===== src/verilog/cpu_pkg.sv =====
// Widths, word types and instruction field positions of the 16-bit core
// Opcode, ALU operation and FSM state enums
package cpu_pkg;

    // ------------------------------------------------------------
    // Widths
    // ------------------------------------------------------------
    localparam int WORD_W    = 16;
    localparam int REG_COUNT = 16;
    localparam int REG_IDX_W = $clog2(REG_COUNT);
    localparam int IADDR_W   = 11;  // Instruction word address
    localparam int DADDR_W   = 11;  // Data word address
    localparam int IMM_W     = 5;

    typedef logic signed [WORD_W-1:0] word_t;
    typedef logic [REG_IDX_W-1:0]     reg_idx_t;
    typedef logic [IADDR_W-1:0]       iaddr_t;
    typedef logic [DADDR_W-1:0]       daddr_t;

    // ------------------------------------------------------------
    // Instruction fields
    // ------------------------------------------------------------
    localparam int OP_MSB   = 15;
    localparam int OP_LSB   = 13;
    localparam int RS_MSB   = 12;
    localparam int RS_LSB   = 9;
    localparam int RT_MSB   = 8;
    localparam int RT_LSB   = 5;
    localparam int RD_MSB   = 4;
    localparam int RD_LSB   = 1;
    localparam int IMM_MSB  = 4;
    localparam int IMM_LSB  = 0;
    localparam int JT_MSB   = 11;
    localparam int JT_LSB   = 1;
    localparam int FUNC_BIT = 0;    // ADD/SUB and SLT/MULT select

    typedef enum logic [2:0] {
        OP_ADDSUB = 3'b000,
        OP_SLTMUL = 3'b001,
        OP_LW     = 3'b010,
        OP_SW     = 3'b011,
        OP_BEQ    = 3'b100,
        OP_J      = 3'b101
    } opcode_e;

    typedef enum logic [1:0] {
        ALU_ADD,
        ALU_SUB,
        ALU_SLT,
        ALU_MUL
    } alu_op_e;

    typedef enum logic [2:0] {
        S_FETCH,
        S_IWAIT,
        S_DECODE,
        S_EXECUTE,
        S_MUL_WAIT,
        S_MEM,
        S_MWAIT,
        S_WRITEBACK
    } cpu_state_e;

endpackage


===== src/verilog/cpu_control.sv =====
// Instruction FSM, opcode class decode and registered stall output
module cpu_control (
    input  logic                clk,
    input  logic                rst_n,
    input  cpu_pkg::opcode_e    i_opcode,
    input  logic                i_func_bit,
    input  logic                i_rs_eq_rt,
    output cpu_pkg::cpu_state_e o_state,
    output cpu_pkg::alu_op_e    o_alu_op,
    output logic                o_wb_load,
    output logic                o_reg_we,
    output logic                o_dmem_we,
    output logic                o_branch_taken,
    output logic                o_jump,
    output logic                o_io_stall
);
    import cpu_pkg::*;

    cpu_state_e state_q;
    cpu_state_e state_d;
    logic       is_rtype;
    logic       is_mem;
    logic       is_load;
    logic       retire;
    logic       stall_q;

    assign is_rtype = (i_opcode == OP_ADDSUB) || (i_opcode == OP_SLTMUL);
    assign is_mem   = (i_opcode == OP_LW) || (i_opcode == OP_SW);
    assign is_load  = (i_opcode == OP_LW);

    // ------------------------------------------------------------
    // State sequencing
    // ------------------------------------------------------------
    always_comb begin
        state_d = state_q;
        case (state_q)
            S_FETCH:    state_d = S_IWAIT;
            S_IWAIT:    state_d = S_DECODE;
            S_DECODE:   state_d = S_EXECUTE;
            S_EXECUTE: begin
                if (is_mem) begin
                    state_d = S_MEM;
                end else if (i_opcode == OP_SLTMUL && i_func_bit) begin
                    state_d = S_MUL_WAIT;     // Product needs one more cycle
                end else if (is_rtype) begin
                    state_d = S_WRITEBACK;
                end else begin
                    state_d = S_FETCH;        // BEQ, J and no-ops retire here
                end
            end
            S_MUL_WAIT: state_d = S_WRITEBACK;
            S_MEM:      state_d = is_load ? S_MWAIT : S_WRITEBACK;
            S_MWAIT:    state_d = S_WRITEBACK;
            default:    state_d = S_FETCH;    // S_WRITEBACK
        endcase
    end

    always_ff @(posedge clk or negedge rst_n) begin
        if (!rst_n) begin
            state_q <= S_FETCH;
        end else begin
            state_q <= state_d;
        end
    end

    // ALU operation from opcode class and bit 0
    always_comb begin
        case (i_opcode)
            OP_ADDSUB: o_alu_op = i_func_bit ? ALU_SUB : ALU_ADD;
            OP_SLTMUL: o_alu_op = i_func_bit ? ALU_MUL : ALU_SLT;
            default:   o_alu_op = ALU_ADD;
        endcase
    end

    // ------------------------------------------------------------
    // Strobes and retire
    // ------------------------------------------------------------
    assign o_reg_we       = (state_q == S_WRITEBACK) && (is_rtype || is_load);
    assign o_dmem_we      = (state_q == S_MEM) && (i_opcode == OP_SW);
    assign o_branch_taken = (state_q == S_EXECUTE) && (i_opcode == OP_BEQ) && i_rs_eq_rt;
    assign o_jump         = (state_q == S_EXECUTE) && (i_opcode == OP_J);

    assign retire = (state_q == S_WRITEBACK) ||
                    ((state_q == S_EXECUTE) && !is_rtype && !is_mem);

    // Low for one cycle after each retiring state
    always_ff @(posedge clk or negedge rst_n) begin
        if (!rst_n) begin
            stall_q <= 1'b1;
        end else begin
            stall_q <= !retire;
        end
    end

    assign o_state    = state_q;
    assign o_wb_load  = is_load;
    assign o_io_stall = stall_q;

endmodule


===== src/verilog/fetch_unit.sv =====
// Program counter, instruction register, branch and jump targets
module fetch_unit (
    input  logic                clk,
    input  logic                rst_n,
    input  cpu_pkg::cpu_state_e i_state,
    input  cpu_pkg::word_t      i_imem_data,
    input  logic                i_branch_taken,
    input  logic                i_jump,
    output cpu_pkg::iaddr_t     o_imem_addr,
    output cpu_pkg::word_t      o_instr
);
    import cpu_pkg::*;

    iaddr_t           pc_q;
    word_t            instr_q;
    logic [IMM_W-1:0] imm;
    iaddr_t           imm_ext;

    assign imm     = instr_q[IMM_MSB:IMM_LSB];
    assign imm_ext = {{(IADDR_W-IMM_W){imm[IMM_W-1]}}, imm};

    // ------------------------------------------------------------
    // PC update
    // ------------------------------------------------------------
    always_ff @(posedge clk or negedge rst_n) begin
        if (!rst_n) begin
            pc_q <= '0;
        end else if (i_state == S_DECODE) begin
            pc_q <= pc_q + 1'b1;
        end else if (i_branch_taken) begin
            pc_q <= pc_q + imm_ext;     // PC already past the branch
        end else if (i_jump) begin
            pc_q <= instr_q[JT_MSB:JT_LSB];
        end
    end

    // Memory word settles in IWAIT and is held through DECODE
    always_ff @(posedge clk or negedge rst_n) begin
        if (!rst_n) begin
            instr_q <= '0;
        end else if (i_state == S_DECODE) begin
            instr_q <= i_imem_data;
        end
    end

    assign o_imem_addr = pc_q;

    // Register file indices come straight from memory during DECODE
    assign o_instr = (i_state == S_DECODE) ? i_imem_data : instr_q;

endmodule


===== src/verilog/register_file.sv =====
// Sixteen signed registers, two registered read ports, one write port
module register_file (
    input  logic              clk,
    input  logic              rst_n,
    input  cpu_pkg::reg_idx_t i_rs_idx,
    input  cpu_pkg::reg_idx_t i_rt_idx,
    input  cpu_pkg::reg_idx_t i_rd_idx,
    input  logic              i_we,
    input  cpu_pkg::word_t    i_wdata,
    input  logic              i_read_en,
    output cpu_pkg::word_t    o_rs_data,
    output cpu_pkg::word_t    o_rt_data
);
    import cpu_pkg::*;

    word_t regs [REG_COUNT];
    word_t rs_q;
    word_t rt_q;

    always_ff @(posedge clk or negedge rst_n) begin
        if (!rst_n) begin
            for (int i = 0; i < REG_COUNT; i++) begin
                regs[i] <= '0;
            end
        end else if (i_we) begin
            regs[i_rd_idx] <= i_wdata;
        end
    end

    // Operands held from DECODE until the next instruction
    always_ff @(posedge clk or negedge rst_n) begin
        if (!rst_n) begin
            rs_q <= '0;
            rt_q <= '0;
        end else if (i_read_en) begin
            rs_q <= regs[i_rs_idx];
            rt_q <= regs[i_rt_idx];
        end
    end

    assign o_rs_data = rs_q;
    assign o_rt_data = rt_q;

endmodule


===== src/verilog/execute_unit.sv =====
// ALU with add, subtract, set-less-than and a two-stage multiplier
// Write-back value register and data address calculation
module execute_unit (
    input  logic                      clk,
    input  logic                      rst_n,
    input  cpu_pkg::alu_op_e          i_alu_op,
    input  cpu_pkg::word_t            i_rs,
    input  cpu_pkg::word_t            i_rt,
    input  logic [cpu_pkg::IMM_W-1:0] i_imm,
    input  cpu_pkg::word_t            i_load_data,
    input  logic                      i_wb_load,
    output cpu_pkg::word_t            o_result,
    output cpu_pkg::daddr_t           o_dmem_addr,
    output logic                      o_rs_eq_rt
);
    import cpu_pkg::*;

    logic [WORD_W-1:0]   pp_lo_q;       // rs times low byte of rt
    logic [WORD_W/2-1:0] pp_hi_q;       // Low byte of rs times high byte of rt
    logic [WORD_W-1:0]   mul_lo;
    logic [WORD_W-1:0]   addr_sum;
    word_t               alu_val;
    word_t               result_q;

    // ------------------------------------------------------------
    // Multiplier
    // ------------------------------------------------------------
    // Low half of the product is the same for signed and unsigned operands
    always_ff @(posedge clk) begin
        pp_lo_q <= $unsigned(i_rs) * {{(WORD_W/2){1'b0}}, i_rt[WORD_W/2-1:0]};
        pp_hi_q <= i_rs[WORD_W/2-1:0] * i_rt[WORD_W-1:WORD_W/2];
    end

    assign mul_lo = pp_lo_q + {pp_hi_q, {(WORD_W/2){1'b0}}};

    always_comb begin
        case (i_alu_op)
            ALU_ADD: alu_val = i_rs + i_rt;
            ALU_SUB: alu_val = i_rs - i_rt;
            ALU_SLT: alu_val = {{(WORD_W-1){1'b0}}, (i_rs < i_rt)};   // Signed compare
            default: alu_val = mul_lo;
        endcase
    end

    always_ff @(posedge clk or negedge rst_n) begin
        if (!rst_n) begin
            result_q <= '0;
        end else begin
            result_q <= i_wb_load ? i_load_data : alu_val;
        end
    end

    // Word address wraps at the memory size
    assign addr_sum    = i_rs + {{(WORD_W-IMM_W){i_imm[IMM_W-1]}}, i_imm};
    assign o_dmem_addr = addr_sum[DADDR_W-1:0];

    assign o_rs_eq_rt = (i_rs == i_rt);
    assign o_result   = result_q;

endmodule


===== src/verilog/cpu_top.sv =====
// Top level of the multicycle 16-bit core
// Connects control, fetch, register file and execute to the memory ports
module cpu_top (
    input  logic            clk,
    input  logic            rst_n,
    input  cpu_pkg::word_t  i_imem_data,
    input  cpu_pkg::word_t  i_dmem_rdata,
    output cpu_pkg::iaddr_t o_imem_addr,
    output cpu_pkg::daddr_t o_dmem_addr,
    output logic            o_dmem_we,
    output cpu_pkg::word_t  o_dmem_wdata,
    output logic            o_io_stall
);
    import cpu_pkg::*;

    cpu_state_e           state;
    alu_op_e              alu_op;
    opcode_e              opcode;
    word_t                instr;
    word_t                rs_data;
    word_t                rt_data;
    word_t                result;
    reg_idx_t             rs_idx;
    reg_idx_t             rt_idx;
    reg_idx_t             rd_idx;
    reg_idx_t             wr_idx;
    logic [IMM_W-1:0]     imm;
    logic                 wb_load;
    logic                 reg_we;
    logic                 branch_taken;
    logic                 jump;
    logic                 rs_eq_rt;
    logic                 read_en;

    // Instruction field split
    assign opcode  = opcode_e'(instr[OP_MSB:OP_LSB]);
    assign rs_idx  = instr[RS_MSB:RS_LSB];
    assign rt_idx  = instr[RT_MSB:RT_LSB];
    assign rd_idx  = instr[RD_MSB:RD_LSB];
    assign imm     = instr[IMM_MSB:IMM_LSB];
    assign wr_idx  = wb_load ? rt_idx : rd_idx;    // LW writes RT
    assign read_en = (state == S_DECODE);

    assign o_dmem_wdata = rt_data;

    cpu_control u_control (
        .clk            (clk),
        .rst_n          (rst_n),
        .i_opcode       (opcode),
        .i_func_bit     (instr[FUNC_BIT]),
        .i_rs_eq_rt     (rs_eq_rt),
        .o_state        (state),
        .o_alu_op       (alu_op),
        .o_wb_load      (wb_load),
        .o_reg_we       (reg_we),
        .o_dmem_we      (o_dmem_we),
        .o_branch_taken (branch_taken),
        .o_jump         (jump),
        .o_io_stall     (o_io_stall)
    );

    fetch_unit u_fetch (
        .clk            (clk),
        .rst_n          (rst_n),
        .i_state        (state),
        .i_imem_data    (i_imem_data),
        .i_branch_taken (branch_taken),
        .i_jump         (jump),
        .o_imem_addr    (o_imem_addr),
        .o_instr        (instr)
    );

    register_file u_regfile (
        .clk       (clk),
        .rst_n     (rst_n),
        .i_rs_idx  (rs_idx),
        .i_rt_idx  (rt_idx),
        .i_rd_idx  (wr_idx),
        .i_we      (reg_we),
        .i_wdata   (result),
        .i_read_en (read_en),
        .o_rs_data (rs_data),
        .o_rt_data (rt_data)
    );

    execute_unit u_execute (
        .clk         (clk),
        .rst_n       (rst_n),
        .i_alu_op    (alu_op),
        .i_rs        (rs_data),
        .i_rt        (rt_data),
        .i_imm       (imm),
        .i_load_data (i_dmem_rdata),
        .i_wb_load   (wb_load),
        .o_result    (result),
        .o_dmem_addr (o_dmem_addr),
        .o_rs_eq_rt  (rs_eq_rt)
    );

endmodule


===== config.mk =====
export PLATFORM = sky130hd
export DESIGN_NAME = cpu_top
export DESIGN_NICKNAME = d
export VERILOG_FILES = /design/src/verilog/cpu_pkg.sv /design/src/verilog/cpu_control.sv /design/src/verilog/fetch_unit.sv /design/src/verilog/register_file.sv /design/src/verilog/execute_unit.sv /design/src/verilog/cpu_top.sv
export SDC_FILE = /design/constraint.sdc
export NUM_CORES = 1
export LEC_CHECK = 0
export BUFFER_PORTS_ARGS = -buffer_cell sky130_fd_sc_hd__buf_2
export CELL_PAD_IN_SITES_DETAIL_PLACEMENT = 1
export CELL_PAD_IN_SITES_GLOBAL_PLACEMENT = 2
export CORE_ASPECT_RATIO = 0.9
export CORE_MARGIN = 4
export CORE_UTILIZATION = 35
export CTS_CLUSTER_SIZE = 25
export DETAILED_ROUTE_END_ITERATION = 12
export PLACE_DENSITY_LB_ADDON = 0.1
export SETUP_SLACK_MARGIN = 0.15
export SYNTH_ARGS = -nofsm -noshare
export SYNTH_HDL_FRONTEND = slang
export SYNTH_SLANG_ARGS = --single-unit

===== constraint.sdc =====
create_clock -name clk -period 3.95 [get_ports clk]
set_input_delay 0 -clock clk [delete_from_list [all_inputs] [get_ports clk]]
set_output_delay 0 -clock clk [all_outputs]
set_load 0.02 [all_outputs]

### Yosys cells after proc, flatten, opt, wreduce, memory -nomap -nowiden

Index checks and enable logic that the tools add are counted.

| operators by class | value |
|---|---|
| $add $sub $neg | 6 |
| multiply operators | 2 |
| $lt $le $gt $ge | 5 |
| equal/unequal tests | 15 |
| multiplexer cells | 24 |
| bitwise operators | 3 |
| reductions and logical operators | 21 |

Operator list:

| operator | count |
|---|---|
| 256-bit bitwise mux | 1 |
| 16-bit binary-select mux with 4-bit select | 2 |
| 16-bit 2-to-1 mux | 7 |
| 16-bit demux with 4-bit select | 1 |
| 16-bit one-hot mux with 3 select lines | 1 |
| 11-bit 2-to-1 mux | 3 |
| 16-bit adder | 2 |
| 11-bit adder | 2 |
| 3-bit equality test (second input constant) | 6 |
| 3-bit one-hot mux with 6 select lines | 1 |
| 16-bit equality test | 1 |
| 16-bit < comparator | 1 |
| 16-bit by 8-bit multiplier with 16-bit output | 1 |
| 16-bit subtractor | 1 |
| 5-bit greater-or-equal comparator (second input constant) | 3 |
| 4-bit NOT with 5-bit output | 3 |
| 3-bit by 2-bit equality test with 1-bit output (second input constant) | 4 |
| 11-bit by 1-bit adder with 11-bit output (second input constant) | 1 |
| 1-bit logical AND | 9 |
| 3-bit 2-to-1 mux | 3 |
| 8-bit by 8-bit multiplier with 8-bit output | 1 |
| 3-bit by 1-bit equality test with 1-bit output (second input constant) | 2 |
| 3-bit logical NOT | 2 |
| 5-bit by 1-bit < comparator with 1-bit output (second input constant) | 1 |
| other kinds (10) | 17 |

| word-level totals | value |
|---|---|
| register bits after elaboration | 359 |
| input port bits | 34 |
| output and inout bits | 40 |
| word-level logic and storage cells | 101 |

### Logic depth before layout (Yosys ltp)

Gate-level depths: netlist (run 1).

| depth | value |
|---|---|
| word-level depth | 10 |
| depth in mapped cells | 20 |
| depth with buffers taken out | 19 |

### Modules after synthesis

From an unflattened synthesis (run 1), not the netlist that was laid out.

| second synthesis, totals | value |
|---|---|
| cells, all modules | 2073 |
| area, all modules | 24313.3 um^2 |

By module, submodules not included:

| module | times used | cells each | area each (um^2) | seq. area each (um^2) |
|---|---|---|---|---|
| register_file | 1 | 920 | 14666.6 | 7206.9 |
| execute_unit | 1 | 877 | 7334.5 | 880.8 |
| fetch_unit | 1 | 245 | 1980.6 | 675.6 |
| cpu_control | 1 | 26 | 279.0 | 101.3 |
| cpu_top | 1 | 5 | 52.6 | 0.0 |

### Worst setup path after synthesis (run 1)

OpenSTA, ideal clock, no wires.

| timing path | value |
|---|---|
| path type | register to register |
| start | register u_regfile.rs_q[1], in the netlist u_regfile.o_rs_data[1] |
| end | register u_execute.pp_lo_q[15] |
| setup time | 0.121 ns |
| data arrival time | 4.234 ns |
| required time | 3.829 ns |
| slack | -0.405 ns |
| stages on the path, launching flop included | 18 |
| path buffers | 1 |
| period minus slack after synthesis | 4.355 ns |
| path through | dfrtp_1 -> inv_1 -> clkbuf_1 -> nor2_1 -> fa_1 -> fa_1 -> inv_1 -> fa_1 -> fa_1 -> inv_1 -> ha_1 -> inv_1 -> o21ai_0 -> a21o_1 -> a31o_2 -> a41oi_1 -> a21oi_1 -> xnor2_1 |

| between the ends | value |
|---|---|
| word-level cells in the longest chain between the ends | 1 |

RTL lines:

| item | RTL line | text |
|---|---|---|
| start: declaration | register_file.sv:17 | `word_t rs_q;` |
| start signal: assignment | register_file.sv:36 | `rs_q <= regs[i_rs_idx];` |
| 16-bit by 8-bit multiplier with 16-bit output | execute_unit.sv:30 | `pp_lo_q <= $unsigned(i_rs) * {{(WORD_W/2){1'b0}}, i_rt[WORD_W/2-1:0]};` |
| end signal: assignment | execute_unit.sv:30 |  |
| end: declaration | execute_unit.sv:18 | `logic [WORD_W-1:0] pp_lo_q;` |

Every way passes these cells.
A chain may end at the register's enable or synchronous reset.

### Worst setup path in the final report (run 1)

| timing path | value |
|---|---|
| start | register u_regfile.rt_q[3], in the netlist u_regfile.o_rt_data[3] |
| end | register u_execute.pp_lo_q[13] |

| between the ends | value |
|---|---|
| word-level cells in the longest chain between the ends | 1 |

RTL lines:

| item | RTL line | text |
|---|---|---|
| start: declaration | register_file.sv:18 | `word_t rt_q;` |
| start signal: assignment | register_file.sv:37 | `rt_q <= regs[i_rt_idx];` |
| 16-bit by 8-bit multiplier with 16-bit output | execute_unit.sv:30 |  |

Every way passes these cells.

==> flow_summary.ini, run 1 <==
[power]
power_per_cell_area_nw_per_um2 = 909
p_leak_nw = 13.5
clock_power_share_pct = 16.5
power_report.internal_total_mw = 13.8
power_spent_charging_and_discharging_nets_mw = 13.4
maximum_ir_drop_on_the_vdd_rail_mv = 0.511
sequential_share_of_power_pct = 24.3
switching_share_pct = 49.3
comb_power_share_pct = 59.1

[synth]
largest_family_of_logic_cells_by_synthesized_area = simple AND/OR/NAND/NOR gates
synth.cell_area_um2 = 25000
synth.top_cell.area_share_pct = 33.3
synthesized_area_fraction_occupied_by_and_or_nand_nor_cells_pct = 20.0
avgSynthCellArea_um2 = 9.23
synthTopCellsByArea = sky130_fd_sc_hd__dfrtp_1 (33%), sky130_fd_sc_hd__nand2_1 (9.5%), sky130_fd_sc_hd__mux2_2 (7.6%), sky130_fd_sc_hd__fa_1 (6.2%), sky130_fd_sc_hd__ha_1 (5.1%)
post_synth_num_cell_types = 85
post_synth_inst_count = 2713
ys_seq_area_share_pct = 35.3
synth.net_count = 2926
synth-edff-count = 0
synth_async_sr_flop_share_pct = 93.3
synth-adder-area-share_pct = 11.3
yosysTopAreaCell = sky130_fd_sc_hd__dfrtp_1
synth_xor_xnor_area_share_pct = 2.48
postSynth.topFlopCell = sky130_fd_sc_hd__dfrtp_1
synth.mux.area_fraction_pct = 13.1
compound_gate_fraction_of_synth_area_pct = 12.0
ys_seq_elements = 358
yosys_synthesis_warning_count = 0

[cells_and_area]
finalNetCount = 3096
n_antenna_cell = 0
layout-drive-gt1-share_pct = 24.0
synthToLayoutAreaGrowth_pct = 19.3

[detailed_routing]
routed_via_density = 5.60
routed_wl_um = 101000
drt_iter0_markers = 1271
detail_route.first_pass.iterations = 5
routed_wire_length_per_instance_um = 26.0
drc = 0
detailroute.via_count = 21600
antenna_violating_nets_post_route = 0

[timing]
slew_headroom_pct = 15.3
grt_setup_unrepaired = true
final.period_utilization_pct = 101
worst_hold_slack_ns = 0.0337
worst_pin_slew_ns = 1.26
maxSlewViolCount = 0
setup_viol = 4
timing.clock.skew_ns = 0.0298
final_ws_setup_ns = -0.0275
final_hold_viol_count = 0
final_period_minus_worst_setup_slack_ns = 3.98
clock.fmax_ghz = 0.251

[die]
design.core.area_um2 = 70400
die-area_um2 = 75900
placement_rows = 92
effective_utilization_at_floorplan_pct = 35.6
ioPinCount = 74
chipWidth_um = 290
die_h_um = 262

[worst_setup_path]
crit_arrival_ns = 4.45
cp_cell_sequence = buf_4 > and2_1 > fa_1 > fa_1 > fa_1 > inv_1 > fa_1 > inv_1 > ha_4 > a21o_1 > a31o_4 > a41oi_4 > nand2b_1 > xor2_1
reg2reg_from = u_regfile.o_rt_data[3]
cp_peak_stage_delay_ns = 0.53
cp-end-kind = flop
cp_common_cell = sky130_fd_sc_hd__fa_1
worst_ep_required_time_ns = 4.43
criticalPathCategory = flop to flop
timing.critical_path.fanout_max = 6
critPathSlowestCell = sky130_fd_sc_hd__fa_1
crit_path_start_kind = flop
critical_path.startpoint = u_regfile.o_rt_data[3]

[cts]
ctsLongestPathBuffers = 3
clock_sink_count = 358
worstSkewPairLatency_ns = 0.61
tritoncts = yes
root_buffer = sky130_fd_sc_hd__clkbuf_16
cts.reportedPaths.clkPinSlew_ns = 0.06
num_cts_buffers = 46
h-tree-depth = 2

[placed_design]
port_buffers = 73
place_congestion = 0.865
dpl_worst_slack_ns = -0.0736
detailed_place_hpwl_um = 68300

[flow_run]
max_cap_violations = 0

[outcome]
run_status = complete, but fails checks
violated_checks = setup timing

[global_routing]
globalRouteOverflowTotal = 0
grt_first_pass_wirelength_um = 150000
grt_pass1_vias = 22700
grt_start_max_net_pins = 104
antenna_found_initial = 1
grt.total_usage_pct = 26.0

[hold_path]
timing.hold.worst.start = i_imem_data[12]
hold_path_class = input pin to flop
-- Yosys cell counts, types with 24 or more instances --
library cell and number:
sky130_fd_sc_hd__and3_1 121, sky130_fd_sc_hd__and2_1 69, sky130_fd_sc_hd__clkbuf_1 127, sky130_fd_sc_hd__a311oi_1 112, sky130_fd_sc_hd__a21oi_1 59, sky130_fd_sc_hd__mux2_2 168
sky130_fd_sc_hd__fa_1 77, sky130_fd_sc_hd__dfxtp_1 24, sky130_fd_sc_hd__dfrtp_1 333, sky130_fd_sc_hd__mux2_4 70, sky130_fd_sc_hd__o21ai_0 91, sky130_fd_sc_hd__inv_1 160
sky130_fd_sc_hd__xnor2_1 53, sky130_fd_sc_hd__nor2_1 85, sky130_fd_sc_hd__nand3_1 59, sky130_fd_sc_hd__a31oi_1 35, sky130_fd_sc_hd__ha_1 102, sky130_fd_sc_hd__nand2_1 634
sky130_fd_sc_hd__nor3_1 26
-- path summary, 6_finish.rpt --
kind	to	slack, ns	cells past startpoint
setup / recovery	u_execute.pp_lo_q[13]	-0.03	14
hold / removal	u_regfile.o_rs_data[8]	0.03	5
setup reg to reg	u_execute.pp_lo_q[13]	-0.03	14
hold reg to reg	u_regfile.regs[141]	0.52	1
max in group asynchronous	u_regfile.regs[116]	2.84	3
min in group asynchronous	u_fetch.instr_q[13]	0.04	2
-- kinds of logic (layout without fill, tap and decap cells) --
group	count (synthesis)	in the layout
buf+inv	346	553
compound gates	422	422
flops	358	358
mux	270	270
xor+xnor	71	71
fa+ha+maj	179	179
simple gates	1067	1067
-- cell usage in the layout (no fill, tap or decap), types with 8 or more instances in the layout --
| cell | instances |
|---|---|
| sky130_fd_sc_hd__buf_2 | 71 |
| sky130_fd_sc_hd__nor2b_1 | 10 |
| sky130_fd_sc_hd__buf_4 | 173 |
| sky130_fd_sc_hd__clkbuf_16 | 47 |
| sky130_fd_sc_hd__o211ai_1 | 14 |
| sky130_fd_sc_hd__fa_1 | 74 |
| sky130_fd_sc_hd__clkinv_2 | 10 |
| sky130_fd_sc_hd__a21oi_2 | 8 |
| sky130_fd_sc_hd__dlygate4sd3_1 | 25 |
| sky130_fd_sc_hd__o21ai_0 | 83 |
| sky130_fd_sc_hd__inv_2 | 9 |
| sky130_fd_sc_hd__mux2_1 | 20 |
| sky130_fd_sc_hd__mux2_4 | 70 |
| sky130_fd_sc_hd__clkbuf_1 | 8 |
| sky130_fd_sc_hd__o22ai_1 | 10 |
| sky130_fd_sc_hd__nand2b_1 | 8 |
| sky130_fd_sc_hd__dfrtp_1 | 319 |
| sky130_fd_sc_hd__and2_1 | 68 |
| sky130_fd_sc_hd__xor2_1 | 17 |
| sky130_fd_sc_hd__mux2_2 | 168 |
| sky130_fd_sc_hd__a31oi_1 | 35 |
| sky130_fd_sc_hd__and3_1 | 121 |
| sky130_fd_sc_hd__nand3_1 | 59 |
| sky130_fd_sc_hd__dfrtp_2 | 14 |
| sky130_fd_sc_hd__ha_4 | 8 |
| sky130_fd_sc_hd__clkbuf_8 | 8 |
| sky130_fd_sc_hd__nor2_1 | 83 |
| sky130_fd_sc_hd__a21oi_1 | 51 |
| sky130_fd_sc_hd__dfxtp_1 | 24 |
| sky130_fd_sc_hd__xnor2_1 | 52 |
| sky130_fd_sc_hd__o311ai_0 | 17 |
| sky130_fd_sc_hd__nand2_1 | 632 |
| sky130_fd_sc_hd__nor3_1 | 26 |
| sky130_fd_sc_hd__a21o_1 | 18 |
| sky130_fd_sc_hd__a311oi_1 | 112 |
| sky130_fd_sc_hd__ha_1 | 92 |
| sky130_fd_sc_hd__buf_12 | 31 |
| sky130_fd_sc_hd__inv_1 | 149 |
-- layer usage --
metal | part of all wire (%) | wire length, um | vias to the layer above | GRT usage [%]
met5 | 0 | 0 | - | 0
met4 | 4.2 | 4230 | 0 | 10.2
met1 | 46 | 46300 | 11200 | 36.0
li1 | - | - | 9693 | -
met2 | 45 | 44900 | 533 | 40.7
met3 | 5.0 | 5070 | 165 | 4.54
-- layout make-up --
cell class                      instances  area (um^2)
Tap cell                              940         1180
Fill cell                            8029        40600
Clock inverter                         22          269
Inverter                              162          616
Sequential cell                       358         8860
Timing Repair Buffer                  306         2600
Multi-Input combinational cell       2009        15000
Clock buffer                           63         1320
-- state kept, by name (all words and copies together), names as in the netlist --
signal,cells
u_regfile.regs,256
u_execute.o_result,16
u_execute.pp_lo_q,16
u_regfile.o_rs_data,16
u_regfile.o_rt_data,16
u_fetch.instr_q,15
u_fetch.o_imem_addr,11
u_execute.pp_hi_q,8
u_control.o_state,3
u_control.o_io_stall,1
-- worst max-delay path, delay by kind of cell (launching register included) --
kind | cells | cell delay (ns)
fa+ha+maj | 5 | 2.14
flops | 1 | 0.48
compound gates | 3 | 0.56
buf+inv | 3 | 0.28
simple gates | 2 | 0.24
xor+xnor | 1 | 0.15
-- power by group through the flow --
stage	logic [mW]	registers [mW]	clock network, mW
2_1_floorplan	9.74	6.00	0
5_1_grt	17.4	6.79	4.77
6_report	16.1	6.61	4.49
3_3_place_gp	15.5	6.56	0
3_5_place_dp	15.7	6.62	0
4_1_cts	16.0	6.58	4.61
-- metrics by stage --
stage	util (%)	cells	TNS, ns	instance area, um^2	power (mW)
floorplan	-	2713	0	25200	15.7
global placement	39.2	3729	-0.0387	27600	22.1
detailed placement	39.2	3729	-1.19	27600	22.3
CTS	42.2	3853	-0.0468	29700	27.2
global route	42.4	3860	-0.749	29900	28.9
finish	42.4	3860	-0.0727	29900	27.2
-- timing repair --
action / in CTS / in global routing
hold buffers: 25 / 0
pin swaps: 11 / 15
setup buffers: 14 / 7
gates resized for setup: 22 / 35
setup endpoints to repair: 107 / 42
hold endpoints to repair: 123 / 0
No activity file was read; power rests on OpenSTA's default activity.
==> run 2: changes to the inputs <==
- CORE_MARGIN: 4 -> default
- clock period: 3.95 -> 3.62 ns (I/O delays scaled with it)
==> run 2 against run 1 <==
Against the previous run:
- the run ends with hold timing, setup timing left
- clock skew shrank 0.0062 ns
- utilization is 1.6 points higher
- setup slack worse by 0.43 ns
- non-clock buffer count grew 86
- combinational power is 19% higher
- largest cell class unchanged
- maximum frequency decreased by 2.5%
- first-iteration DRC count is 16% higher
- highest routed layer unchanged
==> flow_summary.ini, run 2 (synthesized netlist as in run 1, its figures left out) <==
[cts]
num_cts_buffers = 46
ctsLongestPathBuffers = 3
h-tree-depth = 2
tritoncts = yes
clock_sink_count = 358
root_buffer = sky130_fd_sc_hd__clkbuf_16
worstSkewPairLatency_ns = 0.61
cts.reportedPaths.clkPinSlew_ns = 0.06

[flow_run]
max_cap_violations = 0

[detailed_routing]
detailroute.via_count = 22100
detail_route.first_pass.iterations = 7
drc = 0
routed_wire_length_per_instance_um = 25.7
routed_via_density = 5.60
antenna_violating_nets_post_route = 0
routed_wl_um = 102000
drt_iter0_markers = 1479

[cells_and_area]
commonest_non_fill_non_tap_cells_in_the_layout = sky130_fd_sc_hd__nand2_1 (632), sky130_fd_sc_hd__dfrtp_1 (319), sky130_fd_sc_hd__buf_4 (241)
finalNonFillerCells = 3947
layout-drive-gt1-share_pct = 27.8
final.fill_count = 7950
n_antenna_cell = 0
largest_reg_flops = 256
regMostFlops = u_regfile.regs
finalNetCount = 3182
synthToLayoutAreaGrowth_pct = 23.7
core_utilization_of_the_finished_layout_pct = 44.0
layout.cells.most_common = sky130_fd_sc_hd__nand2_1

[die]
effective_utilization_at_floorplan_pct = 35.6
ioPinCount = 74
die-area_um2 = 72600
design.core.area_um2 = 70400
die_h_um = 256
chipWidth_um = 284
placement_rows = 92

[power]
p_leak_nw = 14.0
total_power_mw = 31.3
maximum_ir_drop_on_the_vdd_rail_mv = 0.698
power_per_cell_area_nw_per_um2 = 1010

[placed_design]
port_buffers = 73
detailed_place_hpwl_um = 68100
place_congestion = 0.879
placed_cells = 3765

[timing]
worst_hold_slack_ns = -0.00604
clock.fmax_ghz = 0.245
timing.clock.skew_ns = 0.0236
final_period_minus_worst_setup_slack_ns = 4.08
maxSlewViolCount = 0
final_hold_viol_count = 2
grt_setup_unrepaired = true
final_ws_setup_ns = -0.458
worst_pin_slew_ns = 1.28
slew_headroom_pct = 13.8
setup_viol = 9
final.period_utilization_pct = 113

[global_routing]
globalRouteOverflowTotal = 0
grt_first_pass_wirelength_um = 152000
antenna_found_initial = 1
grt_start_max_net_pins = 100
grt.total_usage_pct = 27.6
grt_pass1_vias = 22800

[worst_setup_path]
reg2reg_slack_ns = -0.46
worst_ep_required_time_ns = 4.10
timing.critical_path.fanout_max = 8
criticalPathCategory = flop to flop
crit_path_start_kind = flop
cp-end-kind = flop
r2r.worst_path.cells = 17
crit_arrival_ns = 4.56

[outcome]
run_status = complete, but fails checks
violated_checks = hold timing, setup timing

[hold_path]
hold_path_class = input pin to asynchronous set/reset pin
-- run 2: cell count changes in the layout (fill, tap and decap cells not counted), moves of 9 or more --
cell / before / now
sky130_fd_sc_hd__ha_1: 92 / 81
sky130_fd_sc_hd__inv_2: 9 / 20
sky130_fd_sc_hd__buf_6: 5 / 18
sky130_fd_sc_hd__ha_4: 8 / 17
sky130_fd_sc_hd__buf_4: 173 / 241
sky130_fd_sc_hd__inv_1: 149 / 136
-- run 2: worst max-delay path, cell delays in order (launching register included) --
cell                       delay, ns
sky130_fd_sc_hd__dfrtp_2        0.48
sky130_fd_sc_hd__buf_6          0.14
sky130_fd_sc_hd__ha_4           0.12
sky130_fd_sc_hd__inv_1          0.05
sky130_fd_sc_hd__fa_2           0.38
sky130_fd_sc_hd__inv_2          0.07
sky130_fd_sc_hd__fa_1           0.45
sky130_fd_sc_hd__ha_4           0.24
sky130_fd_sc_hd__fa_1           0.59
sky130_fd_sc_hd__ha_4           0.22
sky130_fd_sc_hd__buf_4          0.15
sky130_fd_sc_hd__a21oi_4        0.15
sky130_fd_sc_hd__o21ai_2        0.08
sky130_fd_sc_hd__a21o_1         0.22
sky130_fd_sc_hd__a21oi_2        0.22
sky130_fd_sc_hd__o21ai_2        0.11
sky130_fd_sc_hd__o211ai_1       0.20
sky130_fd_sc_hd__xnor2_1        0.10
-- run 2: timing repair --
action / in CTS / in global routing
pin swaps: 24 / 64
hold buffers: 27 / 0
setup endpoints to repair: 53 / 71
gates resized for setup: 58 / 85
endpoints found under the hold margin: 167 / 0
setup buffers: 37 / 32
-- run 2: final cells by class --
type / count / area (um^2) / area share [%]
Tap cell: 940 / 1180 / 3.80
Sequential cell: 358 / 8860 / 28.6
Multi-Input combinational cell: 2009 / 15300 / 49.5
Timing Repair Buffer: 392 / 3370 / 10.9
Inverter: 162 / 621 / 2.00
Clock buffer: 69 / 1350 / 4.35
Clock inverter: 17 / 260 / 0.840
-- run 2: report_power, final --
part | leakage, nW | internal (mW) | switching [mW]
sequential | 4.65 | 5.43 | 1.77
combinational | 8.59 | 7.75 | 11.4
clock | 0.790 | 2.95 | 1.99
total | 14.0 | 16.1 | 15.2
-- run 2: stage by stage --
step / TNS (ns) / setup slack (ns) / area [um^2]
after CTS: -2.13 / -0.391 / 30300
after detailed placement: -2.84 / -0.489 / 27900
after global routing: -4.10 / -0.610 / 31000
after floorplan: -0.930 / -0.256 / 25200
after global placement: -1.80 / -0.349 / 27900
final: -2.68 / -0.458 / 31000
-- run 2: metal layers --
| layer | wire length [um] | part of all wire, % | global-route usage, % |
|---|---|---|---|
| met1 | 48500 | 48 | 40.2 |
| met2 | 46700 | 46 | 43.7 |
| met3 | 4250 | 4.2 | 2.99 |
| met4 | 2150 | 2.1 | 6.26 |
| met5 | 0 | 0 | 0 |
-- run 2: path summary, 6_finish.rpt --
kind | start | to
min reg2reg | u_regfile.regs[141] | u_regfile.regs[141]
max in group asynchronous | rst_n | u_regfile.regs[111]
min | rst_n | u_fetch.instr_q[0]
max reg2reg | u_regfile.o_rt_data[2] | u_execute.pp_lo_q[14]
min in group clk | i_imem_data[11] | u_fetch.instr_q[11]
max | u_regfile.o_rt_data[2] | u_execute.pp_lo_q[14]
